<file path="src/include/ldpc_qc_dec_config.svh">
// fixed code only: 2x4 base matrix, all circulants present, lifting 8, shifts packed 3 bits each
`ifndef LDPC_QC_DEC_CONFIG_SVH
`define LDPC_QC_DEC_CONFIG_SVH

// ------------------------------
// code geometry
// ------------------------------
`define LDPC_ZC         8   // lifting size
`define LDPC_ROWS       2   // base rows
`define LDPC_COLS       4   // base columns
`define LDPC_INFO_COLS  2   // systematic columns 0 and 1

// ------------------------------
// interface widths
// ------------------------------
`define LDPC_LLR_W      8   // signed llr
`define LDPC_LLR_NUM    4   // llrs per input beat
`define LDPC_DAT_W      8   // output beat
`define LDPC_TAG_W      4
`define LDPC_NITER_W    8   // iteration limit and count
`define LDPC_ERR_W      8   // corrected info bits

// ------------------------------
// circulant shifts, column 0 in the low field
// ------------------------------
// row 0 : 0 1 2 3
`define LDPC_SHIFT_R0   12'h688
// row 1 : 0 3 5 7
`define LDPC_SHIFT_R1   12'hF58

`endif

</file>
<file path="src/rtl/ldpc_qc_dec_pkg.sv">
// parity functions assume every base entry present and shift fields of log2(lifting) bits
`include "ldpc_qc_dec_config.svh"

package ldpc_qc_dec_pkg;

  // ------------------------------
  // derived sizes
  // ------------------------------
  localparam int code_n     = `LDPC_COLS * `LDPC_ZC;       // 32
  localparam int info_k     = `LDPC_INFO_COLS * `LDPC_ZC;  // 16
  localparam int check_m    = `LDPC_ROWS * `LDPC_ZC;       // 16
  localparam int in_beats   = code_n / `LDPC_LLR_NUM;      // 8
  localparam int out_beats  = info_k / `LDPC_DAT_W;        // 2
  // {fmode, niter, tag, hard bits}
  localparam int in_word_w  = 1 + `LDPC_NITER_W + `LDPC_TAG_W + code_n;
  // {decfail, err, uniter, tag, info bits}
  localparam int out_word_w = 1 + `LDPC_ERR_W + `LDPC_NITER_W + `LDPC_TAG_W + info_k;

  localparam int shift_w    = $clog2(`LDPC_ZC);
  localparam logic [`LDPC_ROWS-1:0][`LDPC_COLS*shift_w-1:0] shift_tab =
    {`LDPC_SHIFT_R1, `LDPC_SHIFT_R0};

  // check r*zc+j sums bit c*zc+((j+shift) mod zc) over all columns
  function automatic logic [check_m-1:0] check_syndrome(input logic [code_n-1:0] bits);
    logic [check_m-1:0] syn;
    int sh;
    syn = '0;
    for (int r = 0; r < `LDPC_ROWS; r++) begin
      for (int j = 0; j < `LDPC_ZC; j++) begin
        for (int c = 0; c < `LDPC_COLS; c++) begin
          sh = int'(shift_tab[r][c*shift_w +: shift_w]);
          syn[r*`LDPC_ZC + j] ^= bits[c*`LDPC_ZC + (j + sh) % `LDPC_ZC];
        end
      end
    end
    return syn;
  endfunction

  // a bit is flagged only when every check it sits in fails
  function automatic logic [code_n-1:0] unsat_per_bit(input logic [code_n-1:0] bits);
    logic [check_m-1:0] syn;
    logic [code_n-1:0]  flag;
    int sh;
    syn  = check_syndrome(bits);
    flag = '1;
    for (int c = 0; c < `LDPC_COLS; c++) begin
      for (int k = 0; k < `LDPC_ZC; k++) begin
        for (int r = 0; r < `LDPC_ROWS; r++) begin
          sh = int'(shift_tab[r][c*shift_w +: shift_w]);
          flag[c*`LDPC_ZC + k] &= syn[r*`LDPC_ZC + (k - sh + `LDPC_ZC) % `LDPC_ZC];
        end
      end
    end
    return flag;
  endfunction

  // negative llr -> bit 1
  function automatic logic hard_bit(input logic signed [`LDPC_LLR_W-1:0] llr);
    return llr[`LDPC_LLR_W-1];
  endfunction

endpackage

</file>
<file path="src/rtl/ldpc_qc_dec_source.sv">
// frames must be exactly 8 beats framed by sop/eop; no beat count check, only llr signs are kept
`timescale 1ns/1ps
`include "ldpc_qc_dec_config.svh"

module ldpc_qc_dec_source
  import ldpc_qc_dec_pkg::*;
(
  input  logic                                         iclk,
  input  logic                                         rst_n,
  input  logic                                         ival,
  input  logic                                         isop,
  input  logic                                         ieop,
  input  logic [`LDPC_TAG_W-1:0]                       itag,
  input  logic [`LDPC_NITER_W-1:0]                     initer,
  input  logic                                         ifmode,
  input  logic [`LDPC_LLR_NUM-1:0][`LDPC_LLR_W-1:0]    illr,
  input  logic                                         has_free,
  output logic                                         ordy,
  output logic                                         commit,
  output logic [in_word_w-1:0]                         word
);

  logic                     frame_done;  // full frame held, waiting for a bank
  logic                     in_frame;    // between accepted sop and eop
  logic                     take;
  logic [`LDPC_LLR_NUM-1:0] beat_bits;
  logic [code_n-1:0]        hard_r;
  logic [`LDPC_TAG_W-1:0]   tag_r;
  logic [`LDPC_NITER_W-1:0] niter_r;
  logic                     fmode_r;

  // ------------------------------
  // handshake
  // ------------------------------
  assign ordy   = !frame_done;           // stall input while frame waits
  assign take   = ival && ordy;
  assign commit = frame_done && has_free;

  always_comb begin
    for (int i = 0; i < `LDPC_LLR_NUM; i++) begin
      beat_bits[i] = hard_bit(illr[i]);
    end
  end

  always_ff @(posedge iclk or negedge rst_n) begin
    if (!rst_n) begin
      frame_done <= 1'b0;
      in_frame   <= 1'b0;
    end else begin
      if (take && ieop) begin
        frame_done <= 1'b1;
        in_frame   <= 1'b0;
      end else if (take && isop) begin
        in_frame <= 1'b1;
      end
      if (commit) frame_done <= 1'b0;  // eop can't be taken here, ordy is low
    end
  end

  // ------------------------------
  // payload, no reset
  // ------------------------------
  always_ff @(posedge iclk) begin
    if (take) begin
      hard_r <= {beat_bits, hard_r[code_n-1:`LDPC_LLR_NUM]};  // beat 0 ends at lsb
      if (isop) begin
        tag_r   <= itag;
        niter_r <= initer;
        fmode_r <= ifmode;
      end
    end
  end

  assign word = {fmode_r, niter_r, tag_r, hard_r};

  // first beat taken after an eop must open a new frame
  a_sop_after_eop : assert property (
    @(posedge iclk) disable iff (!rst_n)
    (take && !in_frame) |-> isop
  );

endmodule

</file>
<file path="src/rtl/ldpc_qc_dec_pingpong.sv">
// writer commits only while has_free, reader releases only while has_frame; frames leave in order
`timescale 1ns/1ps
`include "ldpc_qc_dec_config.svh"

module ldpc_qc_dec_pingpong #(
  parameter int word_w = 45
) (
  input  logic              iclk,
  input  logic              rst_n,
  input  logic              commit,
  input  logic [word_w-1:0] wword,
  input  logic              release_bank,
  output logic [word_w-1:0] rword,
  output logic              has_frame,
  output logic              has_free
);

  logic [word_w-1:0] bank [2];   // frame storage
  logic              wr_ptr;
  logic              rd_ptr;
  logic [1:0]        vld;        // one valid flag per bank

  // banks are used strictly in turn so the free one is always under wr_ptr
  assign has_free  = !vld[wr_ptr];
  assign has_frame = vld[rd_ptr];
  assign rword     = bank[rd_ptr];

  // ------------------------------
  // pointers and flags
  // ------------------------------
  always_ff @(posedge iclk or negedge rst_n) begin
    if (!rst_n) begin
      wr_ptr <= 1'b0;
      rd_ptr <= 1'b0;
      vld    <= '0;
    end else begin
      if (commit) begin
        vld[wr_ptr] <= 1'b1;
        wr_ptr      <= !wr_ptr;
      end
      if (release_bank) begin
        vld[rd_ptr] <= 1'b0;   // never the bank being committed
        rd_ptr      <= !rd_ptr;
      end
    end
  end

  always_ff @(posedge iclk) begin
    if (commit) bank[wr_ptr] <= wword;
  end

  a_no_overflow : assert property (
    @(posedge iclk) disable iff (!rst_n) commit |-> has_free
  );

  a_no_underflow : assert property (
    @(posedge iclk) disable iff (!rst_n) release_bank |-> has_frame
  );

endmodule

</file>
<file path="src/rtl/ldpc_qc_dec_engine.sv">
// hard-decision bit flipping, one iteration per cycle; niter 0 passes the input decisions through
`timescale 1ns/1ps
`include "ldpc_qc_dec_config.svh"

module ldpc_qc_dec_engine
  import ldpc_qc_dec_pkg::*;
(
  input  logic                  iclk,
  input  logic                  rst_n,
  input  logic                  in_has_frame,
  input  logic [in_word_w-1:0]  in_word,
  output logic                  in_release,
  input  logic                  out_has_free,
  output logic                  out_commit,
  output logic [out_word_w-1:0] out_word,
  output logic                  busy
);

  // input word fields
  logic                     in_fmode;
  logic [`LDPC_NITER_W-1:0] in_niter;
  logic [`LDPC_TAG_W-1:0]   in_tag;
  logic [code_n-1:0]        in_hard;

  // frame being decoded
  logic                     run;
  logic [`LDPC_NITER_W-1:0] iter;      // iterations done so far
  logic [code_n-1:0]        bits;      // current decisions
  logic [info_k-1:0]        orig;      // input decisions of info bits
  logic [`LDPC_NITER_W-1:0] niter_r;
  logic                     fmode_r;
  logic [`LDPC_TAG_W-1:0]   tag_r;

  logic                     start;
  logic                     stop;
  logic [check_m-1:0]       syn;
  logic [info_k-1:0]        diff;
  logic [`LDPC_ERR_W-1:0]   err_cnt;

  assign {in_fmode, in_niter, in_tag, in_hard} = in_word;

  // ------------------------------
  // control
  // ------------------------------
  // out bank stays free until commit, only this block fills it
  assign start      = !run && in_has_frame && out_has_free;
  assign in_release = start;                       // word copied this cycle
  assign busy       = run;

  assign syn  = check_syndrome(bits);              // checked before each iteration
  assign stop = (iter == niter_r) || (fmode_r && (syn == '0));

  assign out_commit = run && stop;                 // cycle after last flip

  always_ff @(posedge iclk or negedge rst_n) begin
    if (!rst_n) begin
      run  <= 1'b0;
      iter <= '0;
    end else begin
      if (start) begin
        run  <= 1'b1;
        iter <= '0;
      end else if (run) begin
        if (stop) begin
          run <= 1'b0;
        end else begin
          iter <= iter + 1'b1;
        end
      end
    end
  end

  // ------------------------------
  // datapath
  // ------------------------------
  always_ff @(posedge iclk) begin
    if (start) begin
      bits    <= in_hard;
      orig    <= in_hard[info_k-1:0];
      niter_r <= in_niter;
      fmode_r <= in_fmode;
      tag_r   <= in_tag;
    end else if (run && !stop) begin
      bits <= bits ^ unsat_per_bit(bits);          // flip where all checks fail
    end
  end

  // corrected info bits
  assign diff = bits[info_k-1:0] ^ orig;

  always_comb begin
    err_cnt = '0;
    for (int i = 0; i < info_k; i++) begin
      err_cnt = err_cnt + `LDPC_ERR_W'(diff[i]);
    end
  end

  // {decfail, err, uniter, tag, info}
  assign out_word = {|syn, err_cnt, iter, tag_r, bits[info_k-1:0]};

  a_iter_bound : assert property (
    @(posedge iclk) disable iff (!rst_n) run |-> (iter <= niter_r)
  );

endmodule

</file>
<file path="src/rtl/ldpc_qc_dec_sink.sv">
// outputs are registered, so a beat shows one clock after the ireq cycle that issued it
`timescale 1ns/1ps
`include "ldpc_qc_dec_config.svh"

module ldpc_qc_dec_sink
  import ldpc_qc_dec_pkg::*;
(
  input  logic                     iclk,
  input  logic                     rst_n,
  input  logic                     has_frame,
  input  logic [out_word_w-1:0]    word,
  input  logic                     ireq,
  output logic                     release_bank,
  output logic                     ofull,
  output logic                     oval,
  output logic                     osop,
  output logic                     oeop,
  output logic [`LDPC_DAT_W-1:0]   odat,
  output logic [`LDPC_TAG_W-1:0]   otag,
  output logic                     odecfail,
  output logic [`LDPC_ERR_W-1:0]   oerr,
  output logic [`LDPC_NITER_W-1:0] ouniter
);

  localparam int beat_w = (out_beats > 1) ? $clog2(out_beats) : 1;

  logic                     w_decfail;
  logic [`LDPC_ERR_W-1:0]   w_err;
  logic [`LDPC_NITER_W-1:0] w_uniter;
  logic [`LDPC_TAG_W-1:0]   w_tag;
  logic [info_k-1:0]        w_info;

  logic              issue;
  logic              last;
  logic [beat_w-1:0] beat;   // next beat index within frame

  assign {w_decfail, w_err, w_uniter, w_tag, w_info} = word;

  assign ofull        = has_frame;
  assign issue        = ireq && has_frame;
  assign last         = (beat == beat_w'(out_beats - 1));
  assign release_bank = issue && last;   // bank freed with eop beat

  // ------------------------------
  // framing
  // ------------------------------
  always_ff @(posedge iclk or negedge rst_n) begin
    if (!rst_n) begin
      oval <= 1'b0;
      osop <= 1'b0;
      oeop <= 1'b0;
      beat <= '0;
    end else begin
      oval <= issue;
      osop <= issue && (beat == '0);
      oeop <= issue && last;
      if (issue) beat <= last ? '0 : beat + 1'b1;   // ireq low holds mid-frame
    end
  end

  // data and status, held between beats
  always_ff @(posedge iclk) begin
    if (issue) begin
      odat     <= w_info[beat*`LDPC_DAT_W +: `LDPC_DAT_W];  // lsb = lowest bit index
      otag     <= w_tag;
      odecfail <= w_decfail;
      oerr     <= w_err;
      ouniter  <= w_uniter;
    end
  end

  // bank stays held until its eop beat is issued
  a_frame_held : assert property (
    @(posedge iclk) disable iff (!rst_n) (beat != '0) |-> has_frame
  );

endmodule

</file>
<file path="src/rtl/ldpc_qc_dec.sv">
// fixed-code decoder top; up to two frames queue on each side of the engine, output paced by ireq
`timescale 1ns/1ps
`include "ldpc_qc_dec_config.svh"

module ldpc_qc_dec
  import ldpc_qc_dec_pkg::*;
(
  input  logic                                      iclk,
  input  logic                                      rst_n,
  input  logic                                      ival,
  input  logic                                      isop,
  input  logic                                      ieop,
  input  logic [`LDPC_TAG_W-1:0]                    itag,
  input  logic [`LDPC_NITER_W-1:0]                  initer,
  input  logic                                      ifmode,
  input  logic [`LDPC_LLR_NUM-1:0][`LDPC_LLR_W-1:0] illr,
  output logic                                      ordy,
  output logic                                      obusy,
  input  logic                                      ireq,
  output logic                                      ofull,
  output logic                                      oval,
  output logic                                      osop,
  output logic                                      oeop,
  output logic [`LDPC_DAT_W-1:0]                    odat,
  output logic [`LDPC_TAG_W-1:0]                    otag,
  output logic                                      odecfail,
  output logic [`LDPC_ERR_W-1:0]                    oerr,
  output logic [`LDPC_NITER_W-1:0]                  ouniter
);

  // source -> ibuf -> engine
  logic                  src_commit;
  logic [in_word_w-1:0]  src_word;
  logic                  ibuf_has_free;
  logic                  ibuf_has_frame;
  logic [in_word_w-1:0]  ibuf_rword;
  logic                  eng_release;
  // engine -> obuf -> sink
  logic                  eng_commit;
  logic [out_word_w-1:0] eng_word;
  logic                  eng_busy;
  logic                  obuf_has_free;
  logic                  obuf_has_frame;
  logic [out_word_w-1:0] obuf_rword;
  logic                  sink_release;

  ldpc_qc_dec_source i_source (
    .iclk, .rst_n, .ival, .isop, .ieop, .itag, .initer, .ifmode, .illr,
    .has_free (ibuf_has_free),
    .ordy,
    .commit   (src_commit),
    .word     (src_word)
  );

  ldpc_qc_dec_pingpong #(.word_w(in_word_w)) i_ibuf (
    .iclk, .rst_n,
    .commit       (src_commit),
    .wword        (src_word),
    .release_bank (eng_release),
    .rword        (ibuf_rword),
    .has_frame    (ibuf_has_frame),
    .has_free     (ibuf_has_free)
  );

  ldpc_qc_dec_engine i_engine (
    .iclk, .rst_n,
    .in_has_frame (ibuf_has_frame),
    .in_word      (ibuf_rword),
    .in_release   (eng_release),
    .out_has_free (obuf_has_free),
    .out_commit   (eng_commit),
    .out_word     (eng_word),
    .busy         (eng_busy)
  );

  ldpc_qc_dec_pingpong #(.word_w(out_word_w)) i_obuf (
    .iclk, .rst_n,
    .commit       (eng_commit),
    .wword        (eng_word),
    .release_bank (sink_release),
    .rword        (obuf_rword),
    .has_frame    (obuf_has_frame),
    .has_free     (obuf_has_free)
  );

  ldpc_qc_dec_sink i_sink (
    .iclk, .rst_n,
    .has_frame    (obuf_has_frame),
    .word         (obuf_rword),
    .ireq,
    .release_bank (sink_release),
    .ofull, .oval, .osop, .oeop, .odat, .otag, .odecfail, .oerr, .ouniter
  );

  assign obusy = ibuf_has_frame || eng_busy;   // queued or decoding

endmodule

</file>
<file path="config.mk">
export PLATFORM = sky130hd
export DESIGN_NAME = ldpc_qc_dec
export DESIGN_NICKNAME = d
export VERILOG_FILES = /design/src/rtl/ldpc_qc_dec_pkg.sv /design/src/rtl/ldpc_qc_dec_source.sv /design/src/rtl/ldpc_qc_dec_pingpong.sv /design/src/rtl/ldpc_qc_dec_engine.sv /design/src/rtl/ldpc_qc_dec_sink.sv /design/src/rtl/ldpc_qc_dec.sv
export VERILOG_INCLUDE_DIRS = /design/src /design/src/include
export SDC_FILE = /design/constraint.sdc
export NUM_CORES = 1
export LEC_CHECK = 0
export BUFFER_PORTS_ARGS = -buffer_cell sky130_fd_sc_hd__buf_4
export CORE_MARGIN = 4
export CORE_UTILIZATION = 60
export CTS_CLUSTER_SIZE = 24
export DETAILED_ROUTE_END_ITERATION = 7
export PLACE_DENSITY = 0.81
export RECOVER_POWER = 50
export SYNTH_ARGS = -nofsm -noshare
export SYNTH_HDL_FRONTEND = slang
export SYNTH_SLANG_ARGS = --single-unit
</file>
<file path="constraint.sdc">
create_clock -name iclk -period 11.7 [get_ports iclk]
set_clock_uncertainty 0.15 [all_clocks]
set_input_delay 1.755 -clock iclk [delete_from_list [all_inputs] [get_ports iclk]]
set_output_delay 1.755 -clock iclk [all_outputs]
set_load 0.02 [all_outputs]
</file>
==> results of run 1 <==
[through the flow]
stage	utilization	setup slack [ps]	hold WS, ps
detailed placement	0.647	7370	282
CTS	0.693	7340	298
finish	0.692	7010	298
floorplan	-	7370	271
global placement	0.647	7460	274
global route	0.692	6720	306
[kinds of logic after synthesis]
kind of cell	after synthesis	share of synthesized area
AO/OA/AOI/OAI	56	0.0328
XOR/XNOR	92	0.0779
adder cells (fa/ha/maj)	16	0.0221
buffers and inverters	49	0.0171
flip-flops	312	0.744
multiplexers	75	0.0748
other	1	0.000302
AND/OR/NAND/NOR	76	0.0305
[synth_stat cells, drive strengths merged]
cell,n,area [um2]
a211oi,1,7.51
a21o,1,7.51
a21oi,1,5.00
a221o,8,80.1
a22oi,8,60.1
a2bb2oi,2,23.8
and2,3,18.8
and3,3,18.8
buf,13,72.6
clkbuf,16,65.1
clkinv,1,3.75
conb,1,3.75
dfrtp,22,551
edfxtp,290,8710
fa,10,200
ha,6,75.1
inv,19,71.3
mux2,64,721
mux2i,3,30.0
mux4,8,180
nand2,9,33.8
nand2b,3,18.8
nand3,3,15.0
nand4,6,37.5
nor2,30,115
nor2b,4,25.0
nor3,11,66.3
nor4,2,12.5
o211ai,6,58.8
o21a,2,15.0
o21ai,21,105
o21bai,1,7.51
o31ai,5,37.5
or2,1,6.26
or4,1,11.3
xnor2,39,342
xnor3,8,180
xor2,45,447
[path summary, 6_finish.rpt]
path / endpoint
setup / recovery: ofull
hold / removal: i_ibuf.bank[0][44]
setup reg to reg: i_engine.bits[0]
hold reg to reg: i_ibuf.bank[0][44]
max in group asynchronous: i_ibuf.vld[0]
min in group asynchronous: i_ibuf.vld[1]
[layout by cell type (no fill, tap or decap), types with 2 or more instances in the layout]
master,n
and2_1,3
nor4_1,2
nand2b_1,3
edfxtp_1,290
a22oi_1,8
xor2_2,7
mux4_2,8
clkbuf_16,31
nand2_1,9
xor2_1,38
a221o_1,8
bufinv_16,2
clkbuf_4,17
o211ai_1,5
xnor2_1,39
nor2_1,29
mux2_2,41
nor2b_1,3
o31ai_1,5
nand4_1,6
inv_1,19
mux2i_1,3
o21ai_1,2
fa_1,10
o21ai_0,19
clkbuf_1,14
o21a_1,2
clkinv_2,5
ha_1,6
clkinv_1,8
dfrtp_1,22
nand3_1,3
nor3_1,10
mux2_1,23
conb_1,3
buf_4,42
xnor3_1,8
and3_1,3
[worst register-to-register path, delay by kind of cell (launching register included)]
kind	cells	cell delay (ps)
simple gates	3	1640
xor+xnor	2	810
flops	1	570
compound gates	1	610
[sequential cells by signal, summed over array words and instances (netlist names), 2 cells and up, named ones only]
name and cells:
i_sink.oerr 5, i_engine.bits 24, i_ibuf.vld 2, i_source.niter_r 8, i_sink.otag 4, i_source.hard_r 32, i_obuf.bank 68, i_engine.tag_r 4
i_ibuf.bank 90, i_obuf.vld 2, i_sink.ouniter 8, i_sink.odat 8, i_engine.niter_r 8, i_engine.iter 8, i_engine.orig 16, i_source.tag_r 4
[final cells by class]
class	instances	area (um2)	share of cell area
sequential	312	9260	0.660
multi-input combinational	318	2980	0.212
clock buffer	41	813	0.0579
timing repair buffer	63	458	0.0326
tap	270	338	0.0241
clock inverter	15	119	0.00847
inverter	20	75.1	0.00535
[routing by layer]
layer  track usage  wire length (um)  vias up
met5             0                 0        -
met4        0.0462               454        0
met3        0.0307              1150       39
met2         0.316             10800      200
met1         0.263              9260     2994
li1              -                 -     2687
==> run summary, run 1 <==
status = complete, but fails checks
violated checks = max-capacitance violations, max-slew violations
MaxCap Viol Count = 4
Hold WC Path Type = flip-flop to flip-flop
Worst-path clk slew = 60 ps
FILL cells = 1,262
Vias/cell = 5.70
detailed-route via count = 5,920
worst hold start = i_source.fmode_r
per-cell routed wire length = 20.9 um
layout cell share with drive strength beyond 1 = 0.209
fin nets = 812
start point of the critical path = i_obuf.rd_ptr
RSZ-0062 raised after global routing = false
Slew HR = -0.430
first-pass GRT wire length = 34.7 mm
R2R setup slack = 7370 ps
first-pass iteration count of the detailed router = 6
Area after DPL = 13,100 um2
Reg2Reg Launch Point = i_engine.bits[10]
sequential area share after synthesis = 0.744
DIE AREA = 23,100 um2
vias in the first global route = 6,151
Clock Sinks = 312
critical path depth = 3
worst hold stages = 0
final worst path period share = 0.401
initial antenna violation count = 0
Area Overhead vs Synth = 12.9%
fmax = 213 MHz
non-filler cells, final = 1,039
critical path arrival = 2780 ps
post-CTS setup buffer count = 0
Avg Cell Area, Syn = 18.4 um2
crit-path cells = clkbuf_1 -> mux2_1 -> buf_4
io pins = 86
Placer Congestion = 0.907
total track usage = 0.188
IO buf count = 54
largest net degree at the start of global routing = 46
CP Capture Type = output pin
crit path kind = flip-flop to output pin
Die Height = 152 um
ANT nets after route = 0
crit-path leading delay family = buffers and inverters
Finished Cell Area = 14,000 um2
clk root buf = clkbuf_16
final WL = 21.7 mm
Starting Density = 0.613
Critical path buffers and inverters = 2
Netlist cell types = 48
Setup Viol. Count Final = 0
Seq cells post-synth = 312
Detailed Route Iter0 Violations = 413
synthesized area = 12,400 um2
Slew Limit Fails = 114
antenna cell count = 0
Final min period = 4690 ps
Die Span X = 152 um
GRT overflow = 0
post-cts gate resize count = 0
H-tree depth = 1
Setup TNS = 0 ps
DRC Markers = 0
CP max FO = 30
endpoints failing hold = 0
CTS Buf Count = 30
area of the core = 20,300 um2
Syn. warnings = 0
slowest cell delay on critical path = 1320 ps
clk_lat worst skew = 540 ps
Slew @ Worst Pin = 2150 ps
# hold bufs at CTS = 0
Crit path required time = 9800 ps
CP max-delay cell = clkbuf_1
R2R cell count = 6
Post-Syn Instances = 677
Clock Path Buffers = 3
CTS tree = built
# placed instances = 983
dpl hpwl = 13.8 mm
CP Launch Type = flip-flop
row cnt = 52
Power of run 1 is not shown: default switching activity piles up to over one toggle a cycle in this logic, so the estimate is an artifact.
==> run 2, diff against run 1 <==
==> constraint.sdc (replaced) <==
create_clock -name iclk -period 4.8 [get_ports iclk]
set_clock_uncertainty 0.15 [all_clocks]
set_input_delay 0.72 -clock iclk [delete_from_list [all_inputs] [get_ports iclk]]
set_output_delay 0.72 -clock iclk [all_outputs]
set_load 0.02 [all_outputs]
==> run 2 against run 1 <==
  * Die area stayed put
  * Wire length is 1.5% lower
  * Worst setup slack worse by 6400 ps
  * Register-to-register slack lost 6700 ps
  * Critical path depth up 9
  * The run still ends with max-capacitance violations, max-slew violations left
  * First-iteration DRC count down 4.6%
  * Global-route usage increased by 0.11 points
  * Critical endpoint is now i_obuf.bank[0][31]
  * Worst hold slack got worse by 72 ps
==> run summary, run 2 (synthesis gave the netlist of run 1 again) <==
status = complete, but fails checks
violated checks = max-capacitance violations, max-slew violations
slowest cell delay on critical path = 590 ps
start point of the critical path = i_engine.bits[0]
fin nets = 815
Worst-path clk slew = 60 ps
first-pass iteration count of the detailed router = 4
crit-path cells = xnor2_1 -> fa_1 -> inv_1 -> fa_1 -> fa_1 -> inv_1 -> fa_1 -> inv_1 -> ha_1 -> a21o_1 -> a21oi_1 -> xnor2_1
total track usage = 0.189
Slew @ Worst Pin = 1900 ps
CTS Buf Count = 31
non-filler cells, final = 1,042
post-CTS setup buffer count = 0
CP Launch Type = flip-flop
Slew HR = -0.266
first-pass GRT wire length = 35.1 mm
detailed-route via count = 5,880
# placed instances = 984
Detailed Route Iter0 Violations = 394
row cnt = 52
Placer Congestion = 0.886
Starting Density = 0.613
ANT nets after route = 0
vias in the first global route = 6,358
CP most frequent cell = fa_1
Final min period = 4160 ps
R2R setup slack = 640 ps
area of the core = 20,300 um2
DIE AREA = 23,100 um2
CP Capture Type = flip-flop
critical path arrival = 4290 ps
commonest cells after routing, fill and taps aside = edfxtp_1, mux2_2, xnor2_1
Slew Limit Fails = 98
clk root buf = clkbuf_16
fmax = 240 MHz
Hold WC Path Type = input pin to flip-flop
final worst path period share = 0.867
crit path to = i_obuf.bank[0][31]
GRT overflow = 0
CP max FO = 6
CP max-delay cell = fa_1
DRC Markers = 0
Setup TNS = 0 ps
dpl hpwl = 13.8 mm
Vias/cell = 5.64
Crit path required time = 4930 ps
commonest non-fill, non-tap cell in the layout = edfxtp_1
Die Height = 152 um
Area Overhead vs Synth = 13.7%
initial antenna violation count = 0
io pins = 86
antenna cell count = 0
endpoints failing hold = 0
Clock Sinks = 312
Reg2Reg Launch Point = i_engine.bits[0]
crit path kind = flip-flop to flip-flop
final WL = 21.4 mm
top flop regs = i_ibuf.bank x90, i_obuf.bank x68, i_source.hard_r x32
layout cell share with drive strength beyond 1 = 0.203
Clock Path Buffers = 3
H-tree depth = 1
CTS tree = built
R2R cell count = 12
RSZ-0062 raised after global routing = false
clk_lat worst skew = 550 ps
Setup Viol. Count Final = 0
MaxCap Viol Count = 3
largest net degree at the start of global routing = 36
Largest Register = i_ibuf.bank
reg2reg end = i_obuf.bank[0][31]
per-cell routed wire length = 20.5 um
Die Span X = 152 um
IO buf count = 54
max reg flops = 90
run 2: metal layers:
metal	routed length [um]	up-vias	global-route usage
met5	0	-	0
met4	471	0	0.0424
met3	1110	34	0.0350
met2	10500	167	0.315
met1	9260	2994	0.267
li1	-	2685	-
run 2: worst min path at each step:
stage / slack (ps) / cells after the start / to / start
after floorplan: 270 / 0 / i_engine.busy / rst_n
after global placement: 270 / 0 / i_ibuf.bank[0][36] / i_source.niter_r[0]
after detailed placement: 280 / 0 / i_ibuf.bank[0][44] / i_source.fmode_r
after CTS: 180 / 1 / i_source.niter_r[0] / initer[0]
after global routing: 190 / 1 / i_source.niter_r[0] / initer[0]
final: 230 / 1 / i_source.niter_r[1] / initer[1]
run 2: metrics by stage:
step,setup WS (ps),cell area (um2),hold WS [ps],utilization
floorplan,494,12400,271,-
global placement,667,13200,274,0.648
detailed placement,630,13200,284,0.648
CTS,598,14200,176,0.700
global route,362,14100,195,0.696
finish,639,14100,225,0.696
run 2: layout make-up:
type                            instances  area [um2]
Sequential cell                       312        9260
Fill cell                            1279        6160
Multi-Input combinational cell        318        2980
Clock buffer                           39         836
Timing Repair Buffer                   65         439
Tap cell                              270         338
Clock inverter                         18         211
Inverter                               20        75.1
run 2: what timing repair did:
item / CTS / global route
hold buffers: 1 / 0
endpoints found under the hold margin: 22 / 0
gates resized for setup: 0 / 0
run 2: critical path, delay by kind of cell (launching register included):
family	cells	cell delay (ps)
AO/OA/AOI/OAI	2	330
adder cells (fa/ha/maj)	5	2390
XOR/XNOR	2	320
buffers and inverters	3	180
flip-flops	1	530
Power of run 2 is left out for the same reason.
